## src/trig_seq_pkg.sv

```systemverilog
`default_nettype none

package trig_seq_pkg;

  // largest channel count the slot index can address
  localparam int num_trig_max = 8;

  typedef logic [15:0] win_t;                        // window or counter value in adc_clk cycles
  typedef logic [$clog2(num_trig_max)-1:0] slot_t;   // channel index

  // outcome of one sequence attempt
  typedef logic [1:0] result_t;
  localparam result_t res_fired = 2'b01;
  localparam result_t res_late  = 2'b10;

  typedef enum logic [1:0] {
    seq_idle,
    seq_wait_first,
    seq_wait_next
  } seq_state_t;

  typedef logic [3:0]  cfg_addr_t;
  typedef logic [15:0] reg_data_t;

  // windows live at 0..7, control word at 8
  localparam cfg_addr_t ctrl_addr = 4'd8;

  typedef struct packed {
    result_t res;    // fired or late
    slot_t   slot;   // slot reached when the attempt ended
    win_t    count;  // window counter at the end
  } report_t;

endpackage

`default_nettype wire
```

## src/seq_status_if.sv

```systemverilog
`timescale 1ns/1ps
`default_nettype none

interface seq_status_if
  import trig_seq_pkg::*;
();

  logic  fire;       // one-cycle pulse, sequence completed (or bypass edge)
  logic  fail_late;  // one-cycle pulse, window ran out
  slot_t slot;       // valid with either pulse
  win_t  count;

  modport seq (output fire, output fail_late, output slot, output count);

  modport report (input fire, input fail_late, input slot, input count);

endinterface

`default_nettype wire

```

## src/trig_seq_top.sv

```systemverilog
`timescale 1ns/1ps
`default_nettype none

module trig_seq_top
  import trig_seq_pkg::*;
#(
  parameter int num_trig = 4
) (
  input  wire                 adc_clk,
  input  wire                 arst_n,
  input  wire [num_trig-1:0]  trig_in,
  input  wire                 cfg_we,
  input  wire cfg_addr_t      cfg_addr,
  input  wire reg_data_t      cfg_wdata,
  output reg_data_t           cfg_rdata,
  output logic                trig_out,
  output logic [num_trig-1:0] active_mask,
  output logic [7:0]          drop_count,
  output logic                rpt_valid,
  input  wire                 rpt_ready,
  output report_t             rpt_data
);

  logic [num_trig-1:0] trig_edge;
  logic [num_trig-1:0] pol_inv;
  win_t                min_wait [num_trig];
  win_t                max_wait [num_trig];
  slot_t               last_trigger;
  logic                bypass;
  logic                armed;

  seq_status_if u_status ();

  trig_input_cond #(
    .num_trig (num_trig)
  ) u_input (
    .adc_clk   (adc_clk),
    .arst_n    (arst_n),
    .trig_in   (trig_in),
    .pol_inv   (pol_inv),
    .trig_edge (trig_edge)
  );

  trig_seq_cfg #(
    .num_trig (num_trig)
  ) u_cfg (
    .adc_clk      (adc_clk),
    .arst_n       (arst_n),
    .cfg_we       (cfg_we),
    .cfg_addr     (cfg_addr),
    .cfg_wdata    (cfg_wdata),
    .cfg_rdata    (cfg_rdata),
    .min_wait     (min_wait),
    .max_wait     (max_wait),
    .last_trigger (last_trigger),
    .bypass       (bypass),
    .armed        (armed),
    .pol_inv      (pol_inv)
  );

  trigger_sequencer #(
    .num_trig (num_trig)
  ) u_seq (
    .adc_clk      (adc_clk),
    .arst_n       (arst_n),
    .trig_edge    (trig_edge),
    .min_wait     (min_wait),
    .max_wait     (max_wait),
    .last_trigger (last_trigger),
    .bypass       (bypass),
    .armed        (armed),
    .active_mask  (active_mask),
    .st           (u_status.seq)
  );

  trig_out_report u_out (
    .adc_clk    (adc_clk),
    .arst_n     (arst_n),
    .st         (u_status.report),
    .trig_out   (trig_out),
    .rpt_valid  (rpt_valid),
    .rpt_ready  (rpt_ready),
    .rpt_data   (rpt_data),
    .drop_count (drop_count)
  );

endmodule

`default_nettype wire

```

## src/trig_out_report.sv

```systemverilog
`timescale 1ns/1ps
`default_nettype none

module trig_out_report
  import trig_seq_pkg::*;
(
  input  wire           adc_clk,
  input  wire           arst_n,
  seq_status_if.report  st,
  output logic          trig_out,
  output logic          rpt_valid,
  input  wire           rpt_ready,
  output report_t       rpt_data,
  output logic [7:0]    drop_count
);

  report_t    q_mem [2];   // two-entry report queue
  report_t    rec;
  logic       wr_ptr;
  logic       rd_ptr;
  logic [1:0] q_cnt;
  logic       from_bypass;
  logic       push;
  logic       pop;
  logic       accept;

  // a real sequence never reports count 0, the counter restarts at 1
  assign from_bypass = st.fire && st.slot == '0 && st.count == '0;
  assign push        = (st.fire && !from_bypass) || st.fail_late;

  assign rec.res   = st.fire ? res_fired : res_late;
  assign rec.slot  = st.slot;
  assign rec.count = st.count;

  assign rpt_valid = (q_cnt != 2'd0);
  assign rpt_data  = q_mem[rd_ptr];
  assign pop       = rpt_valid && rpt_ready;
  assign accept    = push && (q_cnt != 2'd2 || pop);   // full queue frees a slot on pop

  // trigger path bypasses the queue, back-pressure never delays it
  always_ff @(posedge adc_clk or negedge arst_n) begin
    if (!arst_n)
      trig_out <= 1'b0;
    else
      trig_out <= st.fire;
  end

  always_ff @(posedge adc_clk) begin
    if (accept)
      q_mem[wr_ptr] <= rec;
  end

  always_ff @(posedge adc_clk or negedge arst_n) begin
    if (!arst_n) begin
      wr_ptr     <= 1'b0;
      rd_ptr     <= 1'b0;
      q_cnt      <= 2'd0;
      drop_count <= 8'd0;
    end else begin
      if (accept)
        wr_ptr <= ~wr_ptr;
      if (pop)
        rd_ptr <= ~rd_ptr;
      case ({accept, pop})
        2'b10:   q_cnt <= q_cnt + 2'd1;
        2'b01:   q_cnt <= q_cnt - 2'd1;
        default: q_cnt <= q_cnt;
      endcase
      if (push && !accept && drop_count != 8'hff)
        drop_count <= drop_count + 8'd1;   // saturating
    end
  end

  a_rpt_hold : assert property (@(posedge adc_clk) disable iff (!arst_n)
    rpt_valid && !rpt_ready |=> rpt_valid && $stable(rpt_data))
    else $error("report changed while stalled");

endmodule

`default_nettype wire

```

## src/trigger_sequencer.sv

```systemverilog
`timescale 1ns/1ps
`default_nettype none

module trigger_sequencer
  import trig_seq_pkg::*;
#(
  parameter int num_trig = 4
) (
  input  wire                 adc_clk,
  input  wire                 arst_n,
  input  wire [num_trig-1:0]  trig_edge,
  input  wire win_t           min_wait [num_trig],
  input  wire win_t           max_wait [num_trig],
  input  wire slot_t          last_trigger,
  input  wire                 bypass,
  input  wire                 armed,
  output logic [num_trig-1:0] active_mask,
  seq_status_if.seq           st
);

  seq_state_t state;
  seq_state_t state_nxt;
  slot_t      slot;       // channel being waited for
  slot_t      slot_nxt;
  win_t       counter;    // cycles since the last accepted edge
  win_t       cur_min;    // window in front of the awaited slot
  win_t       cur_max;
  logic       enabled;
  logic       edge_hit;   // edge on the awaited channel
  logic       restart;
  logic       fire_nxt;
  logic       late_nxt;

  function automatic logic [num_trig-1:0] slot_onehot(slot_t s);
    logic [num_trig-1:0] m;
    m = '0;
    for (int k = 0; k < num_trig; k++) begin
      if (s == slot_t'(k))
        m[k] = 1'b1;
    end
    return m;
  endfunction

  assign enabled  = armed && !bypass;
  assign edge_hit = |(trig_edge & slot_onehot(slot));

  // window k guards the gap between channel k and channel k+1
  always_comb begin
    cur_min = '0;
    cur_max = '0;
    for (int k = 0; k < num_trig - 1; k++) begin
      if (slot == slot_t'(k + 1)) begin
        cur_min = min_wait[k];
        cur_max = max_wait[k];
      end
    end
  end

  always_comb begin
    state_nxt = state;
    slot_nxt  = slot;
    restart   = 1'b0;
    fire_nxt  = 1'b0;
    late_nxt  = 1'b0;
    unique case (state)
      seq_idle: begin
        slot_nxt = '0;
        if (enabled)
          state_nxt = seq_wait_first;
      end
      seq_wait_first: begin
        if (!enabled) begin
          state_nxt = seq_idle;
        end else if (trig_edge[0]) begin
          restart = 1'b1;
          if (last_trigger == '0) begin     // single-channel sequence
            fire_nxt  = 1'b1;
            state_nxt = seq_idle;
          end else begin
            slot_nxt  = slot_t'(1);
            state_nxt = seq_wait_next;
          end
        end
      end
      seq_wait_next: begin
        if (!enabled) begin
          state_nxt = seq_idle;            // disarm drops the attempt silently
        end else if (edge_hit && counter >= cur_min) begin
          if (slot == last_trigger) begin
            fire_nxt  = 1'b1;
            state_nxt = seq_idle;
          end else begin
            slot_nxt = slot + 1'b1;
            restart  = 1'b1;
          end
        end else if (cur_max != '0 && counter == cur_max) begin
          late_nxt  = 1'b1;                // early edges fall through to here
          state_nxt = seq_idle;
        end
      end
      default: state_nxt = seq_idle;
    endcase
    if (bypass)
      fire_nxt = trig_edge[0];             // channel 0 passes straight through
  end

  always_ff @(posedge adc_clk or negedge arst_n) begin
    if (!arst_n) begin
      state       <= seq_idle;
      slot        <= '0;
      counter     <= '0;
      active_mask <= '0;
      st.fire     <= 1'b0;
      st.fail_late <= 1'b0;
    end else begin
      state        <= state_nxt;
      slot         <= slot_nxt;
      active_mask  <= bypass ? '1 : slot_onehot(slot_nxt);
      st.fire      <= fire_nxt;
      st.fail_late <= late_nxt;
      if (restart)
        counter <= win_t'(1);
      else if (state == seq_wait_next && counter != '1)
        counter <= counter + 1'b1;         // saturates at all ones
    end
  end

  // report payload, slot 0 with count 0 marks a bypass pulse
  always_ff @(posedge adc_clk) begin
    if (bypass) begin
      st.slot  <= '0;
      st.count <= '0;
    end else begin
      st.slot  <= slot;
      st.count <= (state == seq_wait_first) ? win_t'(1) : counter;
    end
  end

  a_fire_xor_late : assert property (@(posedge adc_clk) disable iff (!arst_n)
    !(st.fire && st.fail_late))
    else $error("fire and fail_late in the same cycle");

  // mask catches up one cycle after reset or bypass
  a_mask_onehot : assert property (@(posedge adc_clk) disable iff (!arst_n)
    $past(arst_n) && !$past(bypass) && !bypass |-> $onehot(active_mask))
    else $error("active_mask not one-hot: %b", active_mask);

endmodule

`default_nettype wire

```

## src/trig_seq_cfg.sv

```systemverilog
`timescale 1ns/1ps
`default_nettype none

module trig_seq_cfg
  import trig_seq_pkg::*;
#(
  parameter int num_trig = 4
) (
  input  wire                 adc_clk,
  input  wire                 arst_n,
  input  wire                 cfg_we,
  input  wire cfg_addr_t      cfg_addr,
  input  wire reg_data_t      cfg_wdata,
  output reg_data_t           cfg_rdata,
  output win_t                min_wait [num_trig],
  output win_t                max_wait [num_trig],
  output slot_t               last_trigger,
  output logic                bypass,
  output logic                armed,
  output logic [num_trig-1:0] pol_inv
);

  logic  ctrl_sel;   // control word addressed
  slot_t win_idx;    // window index, address bits 3:1
  slot_t wr_last;    // last_trigger after clamping

  assign ctrl_sel = (cfg_addr == ctrl_addr);
  assign win_idx  = cfg_addr[3:1];

  // never let the sequencer wait on a channel that does not exist
  assign wr_last = (cfg_wdata[6:4] > slot_t'(num_trig - 1)) ? slot_t'(num_trig - 1)
                                                            : cfg_wdata[6:4];

  always_ff @(posedge adc_clk or negedge arst_n) begin
    if (!arst_n) begin
      for (int k = 0; k < num_trig; k++) begin
        min_wait[k] <= '0;
        max_wait[k] <= '0;
      end
      last_trigger <= '0;
      bypass       <= 1'b0;
      armed        <= 1'b0;
      pol_inv      <= '0;
    end else if (cfg_we) begin
      if (ctrl_sel) begin
        armed        <= cfg_wdata[0];
        bypass       <= cfg_wdata[1];
        last_trigger <= wr_last;
        pol_inv      <= cfg_wdata[8 +: num_trig];
      end else begin
        for (int k = 0; k < num_trig; k++) begin
          if (win_idx == slot_t'(k)) begin
            if (cfg_addr[0])
              max_wait[k] <= cfg_wdata;   // odd address
            else
              min_wait[k] <= cfg_wdata;
          end
        end
      end
    end
  end

  // read-back straight from the register storage, unmapped addresses give 0
  always_comb begin
    cfg_rdata = '0;
    if (ctrl_sel) begin
      cfg_rdata[0]              = armed;
      cfg_rdata[1]              = bypass;
      cfg_rdata[6:4]            = last_trigger;
      cfg_rdata[8 +: num_trig]  = pol_inv;
    end else begin
      for (int k = 0; k < num_trig; k++) begin
        if (win_idx == slot_t'(k))
          cfg_rdata = cfg_addr[0] ? max_wait[k] : min_wait[k];
      end
    end
  end

  a_last_in_range : assert property (@(posedge adc_clk) disable iff (!arst_n)
    last_trigger <= slot_t'(num_trig - 1))
    else $error("last_trigger %0d beyond channel count", last_trigger);

endmodule

`default_nettype wire

```

## src/trig_input_cond.sv

```systemverilog
`timescale 1ns/1ps
`default_nettype none

module trig_input_cond #(
  parameter int num_trig = 4
) (
  input  wire                adc_clk,
  input  wire                arst_n,
  input  wire [num_trig-1:0] trig_in,
  input  wire [num_trig-1:0] pol_inv,
  output logic [num_trig-1:0] trig_edge
);

  logic [num_trig-1:0] sync_q1;   // first synchronizer stage, may go metastable
  logic [num_trig-1:0] sync_q2;
  logic [num_trig-1:0] level;     // synchronized level after polarity select
  logic [num_trig-1:0] level_q;   // level one cycle ago

  // inverted channels trigger on a falling input
  assign level = sync_q2 ^ pol_inv;

  always_ff @(posedge adc_clk or negedge arst_n) begin
    if (!arst_n) begin
      sync_q1 <= '0;
      sync_q2 <= '0;
    end else begin
      sync_q1 <= trig_in;
      sync_q2 <= sync_q1;
    end
  end

  // edge register, so a pulse appears three cycles after the pin changes
  always_ff @(posedge adc_clk or negedge arst_n) begin
    if (!arst_n) begin
      level_q   <= '0;
      trig_edge <= '0;
    end else begin
      level_q   <= level;
      trig_edge <= level & ~level_q;   // active-going transitions only
    end
  end

endmodule

`default_nettype wire

```

## config.mk

```make
export PLATFORM = sky130hd
export DESIGN_NAME = trig_seq_top
export DESIGN_NICKNAME = d
export VERILOG_FILES = /design/src/trig_seq_pkg.sv /design/src/seq_status_if.sv /design/src/trig_seq_top.sv /design/src/trig_out_report.sv /design/src/trigger_sequencer.sv /design/src/trig_seq_cfg.sv /design/src/trig_input_cond.sv
export SDC_FILE = /design/constraint.sdc
export NUM_CORES = 1
export LEC_CHECK = 0
export ABC_CLOCK_PERIOD_IN_PS = 5240
export BUFFER_PORTS_ARGS = -buffer_cell sky130_fd_sc_hd__buf_4
export CORE_MARGIN = 2
export CORE_UTILIZATION = 55
export DETAILED_ROUTE_END_ITERATION = 16
export PLACE_DENSITY = 0.76
export SLEW_MARGIN = 40
export SYNTH_ARGS = -nofsm -noshare
export SYNTH_HDL_FRONTEND = slang
export SYNTH_SLANG_ARGS = --single-unit
```

## constraint.sdc

```tcl
create_clock -name adc_clk -period 5.24 [get_ports adc_clk]
set_input_delay 0.262 -clock adc_clk [delete_from_list [all_inputs] [get_ports adc_clk]]
set_output_delay 0.262 -clock adc_clk [all_outputs]
set_load 0.01 [all_outputs]
```

==> results of run 1 <==
[how the worst max path moves through the flow]
stage                                 endpoint  cells past startpoint     startpoint  slack, ns
after CTS                     u_seq.counter[4]                     14  u_seq.slot[0]       0.71
after floorplan           u_seq.active_mask[1]                     17  u_seq.slot[0]       0.73
final                         u_seq.counter[4]                     14  u_seq.slot[0]       0.64
after global routing          u_seq.counter[4]                     14  u_seq.slot[0]       0.41
after detailed placement      u_seq.counter[4]                     14  u_seq.slot[0]       0.74
after global placement       u_seq.counter[13]                     14  u_seq.slot[0]       0.89
[per-layer routing]
layer  up-vias  global-route usage, %  part of all wire, %
met4         0                   6.64                  2.5
met3        57                   4.06                  7.0
met2       396                   43.0                   49
li1       3857                      -                    -
met5         -                      0                    0
met1      4305                   35.0                   42
[registers in the layout (all words and copies together) (netlist names), 8 cells and up]
name and cells:
u_out.drop_count 8, u_seq.counter 16, u_cfg.min_wait 64, u_seq.st.count 16, u_out.q_mem 42, u_cfg.max_wait 64
[cell usage in the layout (no fill, tap or decap), types with 14 or more instances in the layout]
cell	count
a21oi_1	24
a221o_1	15
and2_1	19
buf_4	89
clkbuf_16	30
dfrtp_1	192
dfxtp_1	19
edfxtp_1	42
ha_1	27
inv_1	18
mux2_2	157
mux2i_1	44
mux4_2	14
nand2_1	34
nand4_1	16
nor2_1	65
nor3_1	16
o21ai_0	28
o22ai_1	20
xnor2_1	27
xor2_1	18
[power groups by stage]
stage | logic (mW) | registers (mW) | clock network, mW
4_1_cts | 1.29 | 2.72 | 1.91
5_1_grt | 1.41 | 2.76 | 2.00
3_3_place_gp | 1.25 | 2.74 | 0
2_1_floorplan | 0.916 | 2.58 | 0
3_5_place_dp | 1.28 | 2.75 | 0
6_report | 1.29 | 2.72 | 1.88
[worst max-delay path, delay by kind of cell, from the launching register on]
| kind | cells | cell delay, ns |
|---|---|---|
| AND/OR/NAND/NOR | 5 | 1.92 |
| buffers and inverters | 2 | 0.22 |
| adder cells (fa/ha/maj) | 2 | 0.60 |
| AO/OA/AOI/OAI | 5 | 1.22 |
| flip-flops | 1 | 0.48 |
[metrics by stage]
stage               area, um2  utilization, %
finish                  14200            64.7
global route            14200            64.7
CTS                     14200            64.7
detailed placement      13200            60.4
global placement        13200            60.1
floorplan               12300               -
[kinds of logic (layout without fill, tap and decap cells)]
logic type | after synthesis | count (layout)
flip-flops | 254 | 254
AND/OR/NAND/NOR | 237 | 237
multiplexers | 216 | 216
AO/OA/AOI/OAI | 146 | 146
buffers and inverters | 73 | 166
XOR/XNOR | 45 | 45
adder cells (fa/ha/maj) | 28 | 28
[layout make-up]
class / instances / area (um2) / area share (%)
Clock buffer: 44 / 822 / 5.80
Clock inverter: 7 / 68.8 / 0.486
Inverter: 20 / 75.1 / 0.530
Multi-Input combinational cell: 672 / 5640 / 39.8
Sequential cell: 254 / 6470 / 45.7
Tap cell: 280 / 350 / 2.47
Timing Repair Buffer: 95 / 743 / 5.25
==> flow_summary.json, run 1 <==
{
  "status": "complete, no violations",
  "ys.flop_type": "dfrtp_1",
  "powerDensity_nw_per_um2": 416,
  "n_antenna_cell": 0,
  "vias": 8615,
  "place_worst_setup_slack_ns": 0.742,
  "synth.most_common_cell": "dfrtp_1",
  "cap_violations": 0,
  "grt_pass1_wl_um": 47800,
  "num-nets-final": 1127,
  "syn-num-nets": 1055,
  "postRouteAntennaNets": 0,
  "whs_ns": 0.0232,
  "layout.cells.non_filler": 1372,
  "cts_tree": "done",
  "pwr-share-seq_pct": 46.2,
  "crit_path_max_fanout": 17,
  "numCtsBuffers": 28,
  "syn_area_per_cell_um2": 12.3,
  "synth_top_family_by_area": "multiplexers",
  "synth.distinct_cells": 72,
  "r2r-start": "u_seq.slot[0]",
  "pwr-share-comb_pct": 21.8,
  "syn_inst": 999,
  "slew_viol_final": 0,
  "holdPathEnd": "u_cfg.max_wait[13]",
  "viasPerCell": 6.28,
  "critPathMaxStageDelay_ns": 0.60,
  "synthMuxAreaShare_pct": 20.6,
  "fmax_mhz": 218,
  "crit_slowest_cell": "and3_1",
  "grt_max_degree": 115,
  "clock_latency_ns": 0.54,
  "post_cts_buffers": 0,
  "hold_path.class": "input pin to flip-flop",
  "hold_viol_final": 0,
  "worstHoldStart": "cfg_wdata[13]",
  "wl_per_cell_um": 22.1,
  "cts.sinks": 254,
  "crit_path_frequent_cell": "ha_1",
  "timing.rr.end": "u_seq.counter[4]",
  "synthAdderAreaFrac_pct": 2.84,
  "critical_path_arrival_ns": 4.99,
  "seq_area_frac_synth_pct": 52.5,
  "antenna_found_initial": 0,
  "clockBufferDepth": 3,
  "start_util_pct": 56.3,
  "post_cts_resize_count": 0,
  "gr-total-overflow": 0,
  "power.switching_mw": 1.72,
  "syn_area_um2": 12300,
  "die_height_um": 154,
  "synth_largest_area_cell": "dfrtp_1",
  "fin_skew_ns": 0.0133,
  "setup_slack_ns": 0.644,
  "dp.cells": 1316,
  "sw_frac_of_total_pct": 29.2,
  "dr.pass1.iters": 7,
  "route.detailed.drc": 0,
  "fillCellCount": 1686,
  "dp_hpwl_um": 21300,
  "ys_top_cells_by_area": "dfrtp_1, mux2_2, edfxtp_1",
  "die-area_um2": 23600,
  "fp.coreArea_um2": 21900,
  "setup-tns-final_ns": 0,
  "power_mw": 5.89,
  "synth_compound_area_share_pct": 8.22,
  "postSynth.asyncResetShare_pct": 76.0,
  "grtUsageTotal_pct": 25.6,
  "cts_hold_buf": 5,
  "r2r_slack_ns": 0.64,
  "drt-initial-drc-count": 819,
  "root_buffer": "clkbuf_16",
  "clock_power_share_pct": 31.9,
  "grt_setup_unrepaired": "no",
  "critPathLaunchType": "flip-flop",
  "yosys.area.top_type_share_pct": 39.2,
  "leakage_nw": 6.08,
  "power.internal_mw": 4.17,
  "peakVddDrop_v": 0.000334,
  "finalWirelength_um": 30300,
  "worstMarginPinSlew_ns": 0.838,
  "period_share_pct": 87.7,
  "synthTopCellsByCount": "dfrtp_1, mux2_2, nor2_1, mux2i_1, edfxtp_1",
  "min_path_cells": 2,
  "drive_gt1_share_pct": 29.8,
  "synth_seq_cells": 254,
  "grt_pass1_vias": 8662,
  "htree_levels": 1,
  "timing.final.crit_period_ns": 4.60,
  "crit_chain": "inv_1 -> ha_1 -> inv_2 -> and3_1 -> a221o_1 -> o21ai_0 -> ha_1 -> nand4_1 -> or4_1 -> o32a_1 -> a21boi_2 -> a31oi_1 -> nor2_2 -> nor2_1",
  "synth-simple-area-share_pct": 10.3,
  "top_level_ports": 79,
  "synth_xor_area_share_pct": 3.20,
  "area_growth_pct": 15.0,
  "rows": 54,
  "relSlewSlack_pct": 44.1,
  "yosys_warnings": 0,
  "cts.clk_slew.worst_paths_ns": 0.06,
  "synth-edff-count": 42,
  "gp_congestion": 0.950,
  "setup_violations": 0,
  "numPortBuffers": 78,
  "die_w_um": 154,
  "r2r_cells": 14,
  "endpoint_kind": "flip-flop",
  "crit_required_ns": 5.64,
  "worstSetupPathType": "flip-flop to flip-flop"
}
Power figures use the tool's default switching activity.
==> inputs of run 2 (changes only) <==
- PLACE_DENSITY: 0.76 -> 0.84
==> flow_summary.json, run 2 (synthesized netlist as in run 1, its figures left out) <==
{
  "cap_violations": 0,
  "fillCellCount": 1607,
  "die_w_um": 154,
  "drive_gt1_share_pct": 30.4,
  "num-nets-final": 1125,
  "grt_max_degree": 80,
  "wl_per_cell_um": 22.5,
  "numCtsBuffers": 26,
  "crit_path_frequent_cell": "ha_1",
  "multiInputGateArea_um2": 5640,
  "setup-tns-final_ns": 0,
  "hold_viol_final": 0,
  "setup_violations": 0,
  "cts_tree": "done",
  "rows": 54,
  "viasPerCell": 6.37,
  "finalWirelength_um": 30800,
  "path_buf_inv": 2,
  "clockBufferDepth": 3,
  "antenna_found_initial": 0,
  "grt_pass1_vias": 8864,
  "drt-initial-drc-count": 738,
  "critical_path_arrival_ns": 4.91,
  "leakage_nw": 6.09,
  "die-area_um2": 23600,
  "postRouteAntennaNets": 0,
  "die_height_um": 154,
  "grtUsageTotal_pct": 26.3,
  "gp_congestion": 0.984,
  "final_common_cell": "dfrtp_1",
  "cts.sinks": 254,
  "n_antenna_cell": 0,
  "gr-total-overflow": 0,
  "dpl-instance-area_um2": 13200,
  "peakVddDrop_v": 0.000306,
  "area_growth_pct": 15.2,
  "vias": 8721,
  "start_util_pct": 56.3,
  "fmax_mhz": 221,
  "top_level_ports": 79,
  "hold_path.class": "input pin to flip-flop",
  "grt_pass1_wl_um": 49200,
  "cp_top_family": "simple AND/OR/NAND/NOR gates",
  "relSlewSlack_pct": 42.6,
  "final_cell_mix": "dfrtp_1, mux2_2, buf_4",
  "r2r_slack_ns": 0.71,
  "worstSetupPathType": "flip-flop to flip-flop",
  "post_cts_resize_count": 0,
  "top_regs": "u_cfg.max_wait (64), u_cfg.min_wait (64), u_out.q_mem (42)",
  "post_cts_buffers": 0,
  "dr.pass1.iters": 7,
  "critPathLaunchType": "flip-flop",
  "htree_levels": 1,
  "root_buffer": "clkbuf_16",
  "timing.final.crit_period_ns": 4.53,
  "dp_hpwl_um": 21200,
  "whs_ns": 0.0285,
  "seq_area_um2": 6470,
  "endpoint_kind": "flip-flop",
  "crit_path_max_fanout": 17,
  "critPathMaxStageDelay_ns": 0.59,
  "slew_viol_final": 0,
  "clock_latency_ns": 0.53,
  "crit_chain": "inv_1 -> ha_1 -> inv_2 -> and3_1 -> a221o_1 -> o21ai_0 -> ha_1 -> nand4_1 -> or4_1 -> o32a_1 -> a21boi_2 -> a31oi_1 -> nor2_2 -> nor2_1",
  "worstMarginPinSlew_ns": 0.860,
  "route.detailed.drc": 0,
  "fin_skew_ns": 0.0136,
  "cts.clk_slew.worst_paths_ns": 0.06,
  "numPortBuffers": 78,
  "crit_required_ns": 5.62,
  "crit_slowest_cell": "and3_1",
  "fp.coreArea_um2": 21900,
  "powerDensity_nw_per_um2": 420,
  "grt_setup_unrepaired": "no",
  "design_area_um2": 14200,
  "period_share_pct": 86.4,
  "status": "complete, no violations"
}
==> run 2: power breakdown <==
part           internal [mW]  switching (mW)  total, mW
Combinational          0.691           0.619       1.31
Sequential              2.36           0.368       2.73
Clock                   1.14           0.776       1.92
==> run 2: repair_timing <==
item | 4_1_cts | 5_1_grt
endpoints found under the hold margin | 81 | 0
hold buffers | 5 | 0
endpoints found under the setup margin | 0 | 0
==> run 2: metrics by stage <==
step | utilization (%) | cells | power [mW] | setup slack [ns]
floorplan | - | 999 | 3.50 | 0.732
finish | 64.8 | 1369 | 5.95 | 0.712
global placement | 60.1 | 1315 | 3.97 | 0.942
CTS | 64.7 | 1368 | 5.97 | 0.755
detailed placement | 60.3 | 1315 | 4.03 | 0.784
global route | 64.8 | 1369 | 6.21 | 0.452
==> run 2: routing by layer <==
layer	track usage, %	part of all wire, %	vias up
met5	0	0	-
met2	43.2	49	404
li1	-	-	3857
met1	36.1	41	4381
met4	8.82	3.5	0
met3	3.80	7.2	79
==> run 2: area by class of cell <==
cell class	count	area share, %
well taps	280	2.47
multi-input cells	672	39.8
inverters	20	0.529
flip-flops and latches	254	45.6
clock inverters	11	0.908
clock buffers	37	5.47
repair buffers	95	5.25
==> run 2: final timing paths <==
kind / from / to / depth (start not counted)
hold reg to reg: u_input.sync_q1[2] / u_input.sync_q2[2] / 0
setup / recovery: u_seq.slot[0] / u_seq.counter[11] / 14
max in group asynchronous: arst_n / u_cfg.max_wait[31] / 3
setup reg to reg: u_seq.slot[0] / u_seq.counter[11] / 14
min in group asynchronous: arst_n / u_out.rd_ptr / 2
hold / removal: cfg_wdata[7] / u_cfg.min_wait[39] / 2
==> inputs of run 3 (changes only) <==
--- a/config.mk
+++ b/config.mk
@@ -12,4 +12,5 @@
 export DETAILED_ROUTE_END_ITERATION = 16
 export PLACE_DENSITY = 0.84
+export SKIP_CTS_REPAIR_TIMING = 1
 export SLEW_MARGIN = 40
 export SYNTH_ARGS = -nofsm -noshare
==> constraint.sdc (replaced) <==
create_clock -name adc_clk -period 5.24 [get_ports adc_clk]
set_input_delay 0.524 -clock adc_clk [delete_from_list [all_inputs] [get_ports adc_clk]]
set_output_delay 0.524 -clock adc_clk [all_outputs]
set_load 0.01 [all_outputs]
==> flow_summary.json, run 3 (synthesized netlist as in run 1, its figures left out) <==
{
  "viasPerCell": 6.34,
  "rows": 54,
  "relSlewSlack_pct": 42.9,
  "hold_path.class": "input pin to flip-flop",
  "numCtsBuffers": 26,
  "peakVddDrop_v": 0.000298,
  "grtUsageTotal_pct": 26.1,
  "setup-tns-final_ns": 0,
  "period_share_pct": 87.2,
  "critical_path_arrival_ns": 4.95,
  "drive_gt1_share_pct": 30.8,
  "clock_latency_ns": 0.53,
  "fp.coreArea_um2": 21900,
  "die_w_um": 154,
  "area_growth_pct": 15.3,
  "dp_hpwl_um": 21400,
  "start_util_pct": 56.3,
  "power.switching_mw": 1.76,
  "status": "complete, no violations",
  "top_regs": "u_cfg.max_wait (64), u_cfg.min_wait (64), u_out.q_mem (42)",
  "antenna_found_initial": 0,
  "critPathMaxStageDelay_ns": 0.60,
  "timing.final.crit_period_ns": 4.57,
  "power_mw": 6.01,
  "cts.sinks": 254,
  "pwr-share-comb_pct": 21.7,
  "route.detailed.drc": 0,
  "root_buffer": "clkbuf_16",
  "hold_viol_final": 0,
  "worstSetupPathType": "flip-flop to flip-flop",
  "cts_tree": "done",
  "powerDensity_nw_per_um2": 423,
  "sw_frac_of_total_pct": 29.2,
  "die-area_um2": 23600,
  "power.internal_mw": 4.25,
  "n_antenna_cell": 0,
  "postRouteAntennaNets": 0,
  "dr.pass1.iters": 5,
  "crit_chain": "inv_1 -> ha_1 -> inv_2 -> and3_1 -> a221o_1 -> o21ai_0 -> ha_1 -> nand4_1 -> or4_1 -> o32a_1 -> a21boi_2 -> a31oi_1 -> nor2_2 -> nor2_1",
  "pwr-share-seq_pct": 45.5,
  "critPathLaunchType": "flip-flop",
  "final_cell_mix": "dfrtp_1, mux2_2, buf_4",
  "crit_path_max_fanout": 17,
  "vias": 8654,
  "clockBufferDepth": 3,
  "cap_violations": 0,
  "wl_per_cell_um": 22.6,
  "top_level_ports": 79,
  "gr-total-overflow": 0,
  "die_height_um": 154,
  "grt_setup_unrepaired": "no",
  "fin_skew_ns": 0.00964,
  "clock_power_share_pct": 32.8,
  "crit_required_ns": 5.62,
  "worstMarginPinSlew_ns": 0.856,
  "crit_path_frequent_cell": "ha_1",
  "gp_congestion": 0.968,
  "grt_pass1_wl_um": 49100,
  "fmax_mhz": 219,
  "crit_slowest_cell": "and3_1",
  "grt_pass1_vias": 8828,
  "grt_max_degree": 103,
  "final_common_cell": "dfrtp_1",
  "endpoint_kind": "flip-flop",
  "numPortBuffers": 78,
  "slew_viol_final": 0,
  "drt-initial-drc-count": 809,
  "setup_violations": 0,
  "finalWirelength_um": 30800,
  "htree_levels": 1,
  "leakage_nw": 6.10,
  "cts.clk_slew.worst_paths_ns": 0.06,
  "num-nets-final": 1121
}
==> run 3: per-stage QoR <==
stage	cells	setup WS [ns]	util, %	hold slack (ns)	instance area [um2]
6_report	1365	0.671	64.9	0.0911	14200
5_1_grt	1365	0.376	64.9	0.0857	14200
4_1_cts	1363	0.729	64.6	0.0823	14200
3_5_place_dp	1315	0.739	60.3	0.339	13200
3_3_place_gp	1315	0.919	60.1	0.333	13200
2_1_floorplan	999	0.732	-	0.228	12300
==> run 3: area by class of cell <==
type | instances | area (um2)
Inverter | 20 | 75.1
Timing Repair Buffer | 91 | 713
Clock inverter | 10 | 110
Sequential cell | 254 | 6470
Tap cell | 280 | 350
Clock buffer | 38 | 833
Fill cell | 1636 | 7690
Multi-Input combinational cell | 672 | 5640
==> run 3: per-layer routing <==
| metal | share of wire [%] | wire, um | vias up | track usage (%) |
|---|---|---|---|---|
| met3 | 7.7 | 2380 | 69 | 4.54 |
| li1 | - | - | 3839 | - |
| met2 | 49 | 15100 | 399 | 43.4 |
| met1 | 40 | 12300 | 4347 | 35.5 |
| met5 | 0 | 0 | - | 0 |
| met4 | 3.1 | 940 | 0 | 7.69 |
==> run 3: path summary, 6_finish.rpt <==
| path | startpoint | endpoint | slack (ns) | cells after the start |
|---|---|---|---|---|
| setup / recovery | u_seq.slot[0] | u_seq.counter[4] | 0.67 | 14 |
| hold / removal | trig_in[2] | u_input.sync_q1[2] | 0.09 | 1 |
| setup reg to reg | u_seq.slot[0] | u_seq.counter[4] | 0.67 | 14 |
| hold reg to reg | u_input.sync_q1[2] | u_input.sync_q2[2] | 0.35 | 0 |
| max in group asynchronous | arst_n | u_cfg.max_wait[2] | 3.52 | 4 |
| min in group asynchronous | arst_n | u_out.rd_ptr | 0.44 | 2 |
==> run 3: critical path: cells and delay by family, from the launching register on <==
kind                     cells  cell delay [ns]
adder cells (fa/ha/maj)      2             0.60
AND/OR/NAND/NOR              5             1.96
buffers and inverters        2             0.20
AO/OA/AOI/OAI                5             1.17
flip-flops                   1             0.47
==> run 3: power groups by stage <==
stage	logic, mW	registers, mW	clock network, mW
after detailed placement	1.29	2.75	0
after global placement	1.24	2.73	0
final	1.31	2.73	1.97
after floorplan	0.916	2.58	0
after global routing	1.42	2.77	2.08
after CTS	1.31	2.72	2.00
